[config.mk]
export PLATFORM = sky130hd
export DESIGN_NAME = text_lcd
export DESIGN_NICKNAME = d
export VERILOG_FILES = /design/src/hdl/lcd_pkg.sv /design/src/hdl/lcd_wr_if.sv /design/src/hdl/lcd_strobe_gen.sv /design/src/hdl/lcd_msg_rom.sv /design/src/hdl/lcd_write_seq.sv /design/src/hdl/lcd_port.sv /design/src/hdl/text_lcd.sv
export SDC_FILE = /design/constraint.sdc
export NUM_CORES = 1
export LEC_CHECK = 0
export BUFFER_PORTS_ARGS = -buffer_cell sky130_fd_sc_hd__clkbuf_2
export CAP_MARGIN = 20
export CORE_ASPECT_RATIO = 1.75
export CORE_MARGIN = 2
export CORE_UTILIZATION = 30
export CTS_CLUSTER_DIAMETER = 30
export DETAILED_ROUTE_END_ITERATION = 8
export HOLD_SLACK_MARGIN = 0.12
export PLACE_DENSITY = 0.48
export SLEW_MARGIN = 20
export SYNTH_ARGS = -nofsm -noshare
export SYNTH_HDL_FRONTEND = slang
export SYNTH_HIERARCHICAL = 1
export SYNTH_SLANG_ARGS = --single-unit
[constraint.sdc]
create_clock -name clk -period 4.6 [get_ports clk]
set_input_delay 0.92 -clock clk [delete_from_list [all_inputs] [get_ports clk]]
set_output_delay 0.92 -clock clk [all_outputs]
set_load 0.03 [all_outputs]
[src/hdl/lcd_pkg.sv]
package lcd_pkg;

	////////////////////////////////////////////////////////////////////////////
	// Widths
	////////////////////////////////////////////////////////////////////////////

	localparam int DATA_W  = 8;	// Panel bus, 8-bit mode
	localparam int DIGIT_W = 5;
	localparam int POS_W   = 5;

	typedef logic [DATA_W-1:0]  lcd_byte_t;
	typedef logic [DIGIT_W-1:0] digit_t;
	typedef logic [POS_W-1:0]   pos_t;

	////////////////////////////////////////////////////////////////////////////
	// Message constants
	////////////////////////////////////////////////////////////////////////////

	// One address command followed by 16 characters
	localparam int MSG_LEN = 17;

	localparam digit_t DIGIT_MAX = 5'd24;	// 'A' + 24 = 'Y'

	localparam lcd_byte_t CMD_HOME    = 8'h80;	// Set DDRAM address 0
	localparam lcd_byte_t CHR_SPACE   = 8'h20;
	localparam lcd_byte_t CHR_COLON   = 8'h3A;
	localparam lcd_byte_t CHR_A       = 8'h41;
	localparam lcd_byte_t CHR_UNKNOWN = 8'h3F;	// '?'

	////////////////////////////////////////////////////////////////////////////
	// Enums
	////////////////////////////////////////////////////////////////////////////

	// Value is what goes out on rs
	typedef enum logic [0:0] {
		OP_CMD  = 1'b0,
		OP_DATA = 1'b1
	} lcd_op_e;

	typedef enum logic [1:0] {
		SEQ_IDLE = 2'd0,
		SEQ_REQ  = 2'd1,	// req high, waiting for ack
		SEQ_WAIT = 2'd2	// req low, waiting for ack to drop
	} seq_state_e;

endpackage

[src/hdl/lcd_wr_if.sv]
interface lcd_wr_if;
	import lcd_pkg::*;

	// Four-phase handshake, one panel write per transfer
	logic		req;
	lcd_op_e	op;	// Valid while req is high
	lcd_byte_t	data;	// Valid while req is high
	logic		ack;

	// Sequencer side
	modport src (
		output	req,
		output	op,
		output	data,
		input	ack
	);

	// Bus register side
	modport dst (
		input	req,
		input	op,
		input	data,
		output	ack
	);

endinterface

[src/hdl/lcd_strobe_gen.sv]
module lcd_strobe_gen #(
	parameter int HALF_PERIOD = 25000
) (
	input	logic	clk,
	input	logic	rstn,
	input	logic	en,
	output	logic	lcd_en,
	output	logic	tick
);

	localparam int CNT_W = $clog2(HALF_PERIOD);
	localparam logic [CNT_W-1:0] CNT_RELOAD = CNT_W'(HALF_PERIOD - 1);

	logic	[CNT_W-1:0]	cnt;
	logic			cnt_zero;

	assign cnt_zero = (cnt == '0);

	////////////////////////////////////////////////////////////////////////////
	// Half-period down-counter and strobe phase
	////////////////////////////////////////////////////////////////////////////

	always_ff @(posedge clk or negedge rstn) begin
		if (!rstn) begin
			cnt    <= CNT_RELOAD;	// Full low phase out of reset
			lcd_en <= 1'b0;
		end else if (!en) begin
			cnt    <= '0;	// Parked, strobe held low
			lcd_en <= 1'b0;
		end else if (cnt_zero) begin
			cnt    <= CNT_RELOAD;
			lcd_en <= ~lcd_en;
		end else begin
			cnt <= cnt - 1'b1;
		end
	end

	// Last cycle of the high phase, strobe falls at the end of it
	assign tick = en & lcd_en & cnt_zero;

endmodule

[src/hdl/lcd_msg_rom.sv]
module lcd_msg_rom (
	input	lcd_pkg::pos_t		pos,
	input	lcd_pkg::digit_t	digit,
	output	lcd_pkg::lcd_op_e	op,
	output	lcd_pkg::lcd_byte_t	data
);
	import lcd_pkg::*;

	lcd_byte_t	letter;

	// Letters stop at 'Y', anything past that shows '?'
	assign letter = (digit <= DIGIT_MAX) ? CHR_A + lcd_byte_t'(digit) : CHR_UNKNOWN;

	////////////////////////////////////////////////////////////////////////////
	// "    INDEX : x   " behind one address command
	////////////////////////////////////////////////////////////////////////////

	always_comb begin
		op   = OP_DATA;
		data = CHR_SPACE;	// Leading and trailing blanks
		case (pos)
			5'd0: begin
				op   = OP_CMD;
				data = CMD_HOME;
			end
			5'd5:  data = 8'h49;	// I
			5'd6:  data = 8'h4E;	// N
			5'd7:  data = 8'h44;	// D
			5'd8:  data = 8'h45;	// E
			5'd9:  data = 8'h58;	// X
			5'd11: data = CHR_COLON;
			5'd13: data = letter;
			default: begin
				op   = OP_DATA;
				data = CHR_SPACE;
			end
		endcase
	end

endmodule

[src/hdl/lcd_write_seq.sv]
module lcd_write_seq (
	input	logic			clk,
	input	logic			rstn,
	input	logic			go,
	input	logic			en,
	input	lcd_pkg::digit_t	digit,
	lcd_wr_if.src			wr
);
	import lcd_pkg::*;

	localparam pos_t LAST_POS = pos_t'(MSG_LEN - 1);

	seq_state_e	state;
	pos_t		pos;
	digit_t		digit_q;
	lcd_op_e	rom_op;
	lcd_byte_t	rom_data;
	logic		last;

	assign last = (pos == LAST_POS);

	////////////////////////////////////////////////////////////////////////////
	// Refresh FSM
	////////////////////////////////////////////////////////////////////////////

	always_ff @(posedge clk or negedge rstn) begin
		if (!rstn) begin
			state <= SEQ_IDLE;
			pos   <= '0;
		end else begin
			case (state)
				SEQ_IDLE: begin
					if (go && en) begin	// go while running is ignored
						pos   <= '0;
						state <= SEQ_REQ;
					end
				end
				SEQ_REQ: begin
					// Hold the write until the port takes it
					if (wr.ack)
						state <= SEQ_WAIT;
				end
				SEQ_WAIT: begin
					if (!wr.ack) begin
						if (last) begin
							state <= SEQ_IDLE;
						end else begin
							pos   <= pos + 1'b1;
							state <= SEQ_REQ;
						end
					end
				end
				default: state <= SEQ_IDLE;
			endcase
		end
	end

	// Digit is frozen for the whole refresh
	always_ff @(posedge clk) begin
		if (state == SEQ_IDLE && go && en)
			digit_q <= digit;
	end

	lcd_msg_rom u_msg_rom (
		.pos	(pos),
		.digit	(digit_q),
		.op	(rom_op),
		.data	(rom_data)
	);

	assign wr.req  = (state == SEQ_REQ);
	assign wr.op   = rom_op;	// Stable while req, pos only moves in SEQ_WAIT
	assign wr.data = rom_data;

endmodule

[src/hdl/lcd_port.sv]
module lcd_port (
	input	logic			clk,
	input	logic			rstn,
	input	logic			tick,
	lcd_wr_if.dst			wr,
	output	logic			lcd_rs,
	output	logic			lcd_rw,
	output	lcd_pkg::lcd_byte_t	lcd_dout
);
	import lcd_pkg::*;

	logic	accept;

	// A write is only taken at a strobe falling edge
	assign accept = tick & wr.req & ~wr.ack;

	////////////////////////////////////////////////////////////////////////////
	// Panel bus registers and ack
	////////////////////////////////////////////////////////////////////////////

	always_ff @(posedge clk or negedge rstn) begin
		if (!rstn) begin
			lcd_rs   <= 1'b0;
			lcd_dout <= '0;
			wr.ack   <= 1'b0;
		end else if (accept) begin
			lcd_rs   <= (wr.op == OP_DATA);
			lcd_dout <= wr.data;	// Held for the next full strobe period
			wr.ack   <= 1'b1;
		end else if (wr.ack && !wr.req) begin
			wr.ack <= 1'b0;	// Return to zero
		end
	end

	// Write-only panel
	assign lcd_rw = 1'b0;

endmodule

[src/hdl/text_lcd.sv]
module text_lcd #(
	parameter int HALF_PERIOD = 25000
) (
	input	logic			clk,
	input	logic			rstn,
	input	logic			go,
	input	logic			en,
	input	lcd_pkg::digit_t	digit,

	output	logic			lcd_en,
	output	logic			lcd_rs,
	output	logic			lcd_rw,
	output	logic			lcd_on,
	output	lcd_pkg::lcd_byte_t	lcd_dout
);

	logic	tick;

	lcd_wr_if wr ();

	////////////////////////////////////////////////////////////////////////////
	// Strobe, sequencer and bus register
	////////////////////////////////////////////////////////////////////////////

	lcd_strobe_gen #(
		.HALF_PERIOD	(HALF_PERIOD)
	) u_strobe_gen (
		.clk	(clk),
		.rstn	(rstn),
		.en	(en),
		.lcd_en	(lcd_en),
		.tick	(tick)
	);

	lcd_write_seq u_write_seq (
		.clk	(clk),
		.rstn	(rstn),
		.go	(go),
		.en	(en),
		.digit	(digit),
		.wr	(wr.src)
	);

	lcd_port u_port (
		.clk		(clk),
		.rstn		(rstn),
		.tick		(tick),
		.wr		(wr.dst),
		.lcd_rs		(lcd_rs),
		.lcd_rw		(lcd_rw),
		.lcd_dout	(lcd_dout)
	);

	// Backlight/power follows the enable input
	assign lcd_on = en;

endmodule

Word-level counts from Yosys, hierarchy flattened:

Cells that the tools add are included.

* add/sub/neg operators: 3
* $mul: 0
* divide/modulo/power cells: 0
* magnitude comparators: 1
* equality and inequality tests: 15
* shift operators: 0
* multiplexer cells: 18
* bitwise logic cells: 6
* reduce and logical (&&, ||, !) cells: 12

Operator list (number)
* one-hot mux 8 bit (8 select lines): 1
* 2-to-1 mux 15 bit: 2
* equality test 5 x 4 -> 1 bit, second input constant: 4
* equality test 5 x 3 -> 1 bit, second input constant: 3
* zero test 15 bit: 1
* 2-to-1 mux 5 bit: 3
* subtractor 15 x 1 -> 15 bit, second input constant: 1
* one-hot mux 5 bit (2 select lines): 1
* adder 7 x 5 -> 8 bit, first input constant: 1
* 2-to-1 mux 8 bit: 1
* 2-to-1 mux 1 bit: 6
* 2-to-1 mux 2 bit: 3
* != test 2 bit, second input constant: 3
* one-hot mux 2 bit (3 select lines): 1
* adder 5 x 1 -> 5 bit, second input constant: 1
* equality test 5 bit, second input constant: 1
* less-or-equal comparator 5 bit, second input constant: 1
* zero test 5 bit: 1
* AND 1 bit: 4
* logical AND 1 bit: 4
* != test 2 x 1 -> 1 bit, second input constant: 2
* AND reduction 4 bit: 1
* nonzero test 2 bit: 2
* AND reduction 3 bit: 1
* 5 further kinds: 6

* flip-flop bits (word level): 38
* bits in latches: 0
* RAM bits: 0
* ROM bits: 0
* bits of input ports: 9
* output and inout bits: 12
* word-level logic and storage cells: 63
* memories: 0

Longest topological paths before layout:

Gate-level depths: netlist (run 1).

* depth in word-level cells: 5
* depth in mapped cells: 7
* gate-level depth less buffers: 7

By module:

Netlist (run 1), hierarchy kept.

Modules (own cells, without submodules)
* lcd_strobe_gen: times used 1, cells an instance 75, area each 829.5 µm², sequential area each 410.4 µm²
* lcd_write_seq: times used 1, cells an instance 43, area each 565.5 µm², sequential area each 325.3 µm²
* lcd_port: times used 1, cells an instance 23, area each 390.4 µm², sequential area each 250.2 µm²
* lcd_msg_rom: times used 1, cells an instance 46, area each 302.8 µm², sequential area each 0.0 µm²
* text_lcd: times used 1, cells an instance 1, area each 7.5 µm², sequential area each 0.0 µm²

Least setup slack after synthesis (run 1):

OpenSTA, ideal clock, no wires.

* path type: input-to-output
* start point: input port en
* end point: output port lcd_on
* arrival: 1.065 ns
* required time: 3.680 ns
* slack: 2.615 ns
* stages: 1
* cell sequence: buf_4

RTL lines
* start, declared: line text_lcd.sv:7 `input logic en,`
* end, declared: line text_lcd.sv:13 `output logic lcd_on,`

No word-level cell between the ends.

Worst setup path after layout (run 1):

* start point: input port en
* end point: output port lcd_on

No word-level cell between the ends.

==> flow_summary.json, run 1 <==
{
  "max_slew_margin": 0.4222,
  "required_ns": 3.68,
  "layout.nets": 221,
  "syn_area_per_cell_um2": 11.15,
  "cts_tree": "built",
  "worstMarginPinSlew_ns": 0.8667,
  "grt_use_total": 0.1321,
  "powerDensity_mw_per_mm2": 629.4,
  "cts-hold-fix-buffers": 0,
  "core_mm2": 0.006807,
  "via_count": 1455,
  "max_stage_delay_ns": 0.25,
  "hold_violations": 0,
  "fillers": 722,
  "period_needed_ns": 2.293,
  "drtAntennaViolNets": 0,
  "post-cts-setup-buffer-count": 0,
  "area.sequential_um2": 985.9,
  "initial_utilization": 0.3079,
  "place.gp.congestion": 0.7395,
  "io_pins": 21,
  "slew_violations": 0,
  "synth_edf_count": 5,
  "dp_hpwl_um": 3140,
  "status": "completed",
  "cts_resized": 0,
  "fp.dieArea_mm2": 0.007696,
  "post-route-drc-count": 0,
  "clk_pin_slew_ns": 0.06,
  "wirelength_um": 4305,
  "yosysUniqueCellTypes": 56,
  "crit_top_cell": "clkbuf_2",
  "synth_fp_nets": 203,
  "drtIter0Drc": 42,
  "p_leak_nw": 1.021,
  "htree_levels": 2,
  "cts_sinks": 38,
  "end_kind": "output pin",
  "ys_ff_latch": 38,
  "grt_first_pass_wirelength_um": 7458,
  "dp.cells": 283,
  "grt_max_degree": 34,
  "drv_cap": 0,
  "rsz0062_at_grt": "no",
  "crit_path_max_fanout": 13,
  "tns_ns": 0,
  "netlist_area_mm2": 0.002096,
  "ys.flop_type": "dfrtp_1",
  "crit_path_top_delay_cell": "clkbuf_2",
  "max-clock-path-buffers": 2,
  "ys_seq_area_frac": 0.4704,
  "clk_latency_ns": 0.28,
  "period_share": 0.4986,
  "peakVddDrop_mv": 0.3155,
  "drive_gt1_frac": 0.2705,
  "critical_path_arrival_ns": 1.37,
  "fp-row-count": 40,
  "area_delta_synth_final_pct": 16.30,
  "overflow": 0,
  "async_flop_share": 0.8684,
  "finClkSkew_ns": 0.006646,
  "cp_num_buf_inv": 2,
  "grt_pass1_vias": 1533,
  "crit_chain": "clkbuf_2 > clkbuf_2",
  "routedWlPerCell_um": 14.79,
  "cts_inserted_buffers": 5,
  "final-setup-viol-count": 0,
  "n_antenna_cell": 0,
  "crit_family": "buffers and inverters",
  "multi_input_comb_area_mm2": 0.001021,
  "die_w_um": 67.18,
  "first_pass_iters": 4,
  "antenna_found_initial": 0,
  "via_per_inst": 5.000,
  "hp-class": "register to register",
  "yosysWarningCount": 6,
  "portBuffers": 19,
  "start_kind": "input port",
  "cts-root-buf": "clkbuf_16",
  "dieHeight_um": 114.6,
  "max_freq_mhz": 436.0,
  "criticalPathCategory": "input port to output pin",
  "final_cells": 291,
  "syn_inst": 188
}
layout make-up:
cell class                      count  share of cell area
Tap cell                           84             0.04312
Multi-Input combinational cell    131              0.4189
Sequential cell                    38              0.4045
Timing Repair Buffer               19             0.03901
Clock inverter                      3             0.02618
Clock buffer                        5             0.05133
Inverter                           11             0.01694
registers in the layout, indices dropped and copies added, names as in the netlist:
signal and cells:
u_strobe_gen/cnt 15, u_port/lcd_dout 8, u_write_seq/digit_q 5, u_write_seq/pos 5, u_write_seq/state 2, u_port/lcd_rs 1, u_port/wr.ack 1, u_strobe_gen/lcd_en 1
through the flow:
| stage | worst slack, ns | util | instance area [um2] | power [mW] | hold slack [ns] |
|---|---|---|---|---|---|
| finish | 2.307 | 0.3581 | 2437 | 1.534 | 0.5016 |
| global placement | 2.310 | 0.3303 | 2248 | 1.101 | 0.4901 |
| detailed placement | 2.300 | 0.3303 | 2248 | 1.103 | 0.4937 |
| floorplan | 2.615 | - | 2096 | 0.9800 | 0.5195 |
| CTS | 2.299 | 0.3581 | 2437 | 1.559 | 0.5075 |
| global route | 2.143 | 0.3581 | 2437 | 1.646 | 0.5262 |
cell usage after synthesis (2+ instances only):
library cell   n  area (um2)
dfrtp_1       25       625.6
nor2_1        17       63.81
inv_1         10       37.54
mux2_2         9       101.4
nand2_1        9       33.78
xnor2_1        9       78.83
dfstp_2        8       210.2
a21boi_0       7       52.55
xor2_1         7       61.31
ha_1           6       75.07
nand3_1        6       30.03
edfxtp_1       5       150.1
a21oi_1        4       20.02
buf_4          4       30.03
nand2b_1       3       18.77
nor3b_1        3       22.52
nor4_2         3       37.54
a21boi_1       2       15.01
a221o_1        2       20.02
buf_2          2       10.01
clkbuf_1       2       7.510
mux2i_1        2       20.02
nand3b_1       2       15.01
nand4_1        2       12.51
nor3_1         2       10.01
nor4_1         2       12.51
o21a_1         2       15.01
o21ai_0        2       10.01
o2bb2ai_1      2       17.52
o31ai_1        2       15.01
or4_1          2       15.01
kinds of logic (layout without fill, tap and decap cells):
kind of cell / Yosys count / count (layout) / synth area share
flops: 38 / 38 / 0.4704
simple gates: 64 / 64 / 0.2054
xor+xnor: 16 / 16 / 0.06687
other cells: 1 / 1 / 0.001789
mux: 12 / 12 / 0.06328
buf+inv: 19 / 38 / 0.04239
fa+ha+maj: 6 / 6 / 0.03582
compound gates: 32 / 32 / 0.1140
where the power goes:
| group | switching (mW) | leakage [nW] | internal (mW) |
|---|---|---|---|
| clock network | 0.134 | 0.0915 | 0.309 |
| registers | 0.132 | 0.467 | 0.446 |
| logic | 0.284 | 0.462 | 0.230 |
| total | 0.550 | 1.02 | 0.985 |
layer usage:
layer	GRT usage	share of wire	up-vias
met4	0.07619	0.034	0
li1	-	-	707
met5	0	0	-
met2	0.2396	0.57	18
met3	0.02950	0.023	9
met1	0.1324	0.37	721
path summary, 6_finish.rpt:
kind	start	to	slack [ns]	cells past startpoint
worst max-delay path	en	lcd_on	2.31	2
worst min-delay path	u_port/lcd_dout[1]	u_port/lcd_dout[1]	0.50	1
worst max register to register	u_strobe_gen/cnt[6]	u_port/lcd_dout[6]	2.34	5
worst min register to register	u_port/lcd_dout[1]	u_port/lcd_dout[1]	0.50	1
max in group asynchronous	rstn	u_strobe_gen/cnt[10]	3.32	1
min in group asynchronous	rstn	u_strobe_gen/cnt[3]	0.74	1
cells in the final DEF (no fill, tap or decap), types with 3 or more instances in the layout:
master / n
a21oi_1: 4
clkbuf_2: 19
nand2b_1: 3
dfstp_2: 8
clkbuf_16: 5
inv_1: 10
nand2_1: 9
edfxtp_1: 5
a21boi_0: 7
nand3_1: 6
dfrtp_1: 25
ha_1: 6
xor2_1: 7
nor3b_1: 3
nor2_1: 17
xnor2_1: 9
nor4_2: 3
mux2_2: 9
(Power assumes the default switching activity.)
==> run 2: changes to the inputs <==
==> constraint.sdc (replaced) <==
create_clock -name clk -period 2.22 [get_ports clk]
set_input_delay 0.444 -clock clk [delete_from_list [all_inputs] [get_ports clk]]
set_output_delay 0.444 -clock clk [all_outputs]
set_load 0.03 [all_outputs]
==> run 2 against run 1 <==
Final area grew 0.56%; non-clock buffer count rose by 6; die area unchanged; register-to-register slack got worse by 2.1 ns; utilization increased by 0.20 points; global-route usage up 0.51 points; hold slack got worse by 0.34 ns; first-iteration DRC count rose by 2.4%; sequential cell count is the same; cell count grew 2.1%; power is 100% higher; setup slack lost 2.1 ns.
==> flow_summary.json, run 2 (same netlist as run 1, synthesis figures left out) <==
{
  "status": "completed",
  "cts_sinks": 38,
  "grt_max_degree": 23,
  "crit_path_max_fanout": 4,
  "rsz0062_at_grt": "no",
  "dp_hpwl_um": 3354,
  "hp-class": "input port to async pin",
  "grt_first_pass_wirelength_um": 7700,
  "power_mw": 3.078,
  "drtAntennaViolNets": 0,
  "critical_path_arrival_ns": 2.17,
  "period_share": 0.9020,
  "fillers": 723,
  "htree_levels": 2,
  "worstMarginPinSlew_ns": 0.5897,
  "largest_reg_flops": 15,
  "design_area_mm2": 0.002451,
  "slew_violations": 0,
  "layout.nets": 227,
  "required_ns": 2.39,
  "cts-root-buf": "clkbuf_16",
  "io_pins": 21,
  "post-route-drc-count": 0,
  "clk_latency_ns": 0.28,
  "final_common_cell": "dfrtp_1",
  "placed_area_mm2": 0.002293,
  "final-setup-viol-count": 0,
  "antenna_found_initial": 0,
  "r2r_cells": 7,
  "via_per_inst": 4.929,
  "max_slew_margin": 0.6069,
  "tns_ns": 0,
  "cts_tree": "built",
  "cts_inserted_buffers": 5,
  "first_pass_iters": 4,
  "ff2ff_setup_slack_ns": 0.22,
  "area_delta_synth_final_pct": 16.96,
  "hold_violations": 0,
  "end_kind": "register",
  "layout_common_cells": "dfrtp_1, clkbuf_2, nor2_1, inv_1",
  "top_register": "u_strobe_gen/cnt",
  "via_count": 1464,
  "start_kind": "register",
  "core_mm2": 0.006807,
  "cts_resized": 0,
  "place.gp.congestion": 0.7255,
  "finClkSkew_ns": 0.004568,
  "cts-hold-fix-buffers": 0,
  "fp-row-count": 40,
  "p_leak_nw": 1.034,
  "setup_ws_ns": 0.2176,
  "clk_pin_slew_ns": 0.06,
  "powerDensity_mw_per_mm2": 1256,
  "overflow": 0,
  "die_w_um": 67.18,
  "post-cts-setup-buffer-count": 0,
  "dieHeight_um": 114.6,
  "portBuffers": 19,
  "largestRegisters": "u_strobe_gen/cnt (15), u_port/lcd_dout (8)",
  "n_antenna_cell": 0,
  "wirelength_um": 4480,
  "grt_pass1_vias": 1547,
  "max_freq_mhz": 499.4,
  "drtIter0Drc": 43,
  "routedWlPerCell_um": 15.08,
  "pre_cts_ws_ns": 0.1324,
  "peakVddDrop_mv": 0.5381,
  "period_needed_ns": 2.002,
  "drv_cap": 0,
  "drive_gt1_frac": 0.3005,
  "grt_use_total": 0.1372,
  "fp.dieArea_mm2": 0.007696,
  "initial_utilization": 0.3079,
  "criticalPathCategory": "register to register",
  "max-clock-path-buffers": 2
}
## run 2: cell types whose count changed in the layout (fill, tap and decap cells not counted), sizes merged
| cell | delta |
|---|---|
| bufinv | -2 |
| clkbuf | +1 |
| buf | +6 |
| clkinvlp | +1 |
## run 2: power by group
group | switching (mW) | total [mW] | leakage [nW] | internal [mW]
logic | 0.629 | 1.18 | 0.494 | 0.547
registers | 0.258 | 1.18 | 0.467 | 0.926
clock network | 0.274 | 0.718 | 0.0729 | 0.444
total | 1.16 | 3.08 | 1.03 | 1.92
## run 2: through the flow
stage	utilization	hold WS [ns]	instances
2_1_floorplan	-	0.1484	188
3_3_place_gp	0.3369	0.4745	289
3_5_place_dp	0.3369	0.4761	289
4_1_cts	0.3592	0.1788	297
5_1_grt	0.3601	0.1999	297
6_report	0.3601	0.1590	297
## run 2: final timing paths
check / end / start
worst max-delay path: u_port/lcd_dout[5] / u_write_seq/digit_q[0]
worst min-delay path: u_write_seq/pos[1] / rstn
worst max register to register: u_port/lcd_dout[5] / u_write_seq/digit_q[0]
worst min register to register: u_port/lcd_dout[5] / u_port/lcd_dout[5]
max in group asynchronous: u_strobe_gen/cnt[7] / rstn
min in group clk: u_write_seq/digit_q[0] / digit[0]
## run 2: routing by layer
metal / part of all wire / global-route usage
met1: 0.36 / 0.1377
met2: 0.58 / 0.2528
met3: 0.023 / 0.02458
met4: 0.029 / 0.07891
met5: 0 / 0
## run 2: layout make-up
type | count | area (um2) | share of cell area
Multi-Input combinational cell | 131 | 1027 | 0.4191
Clock buffer | 6 | 138.9 | 0.05666
Sequential cell | 38 | 985.9 | 0.4022
Timing Repair Buffer | 25 | 140.1 | 0.05717
Inverter | 11 | 41.29 | 0.01685
Tap cell | 84 | 105.1 | 0.04288
Clock inverter | 2 | 12.51 | 0.005105
## run 2: critical path, cell delays in order, from the launching register on
cell	delay, ns
edfxtp_1	0.45
inv_1	0.09
ha_1	0.19
nand2b_4	0.06
and3_4	0.19
a311o_1	0.37
a221o_1	0.28
mux2_2	0.26
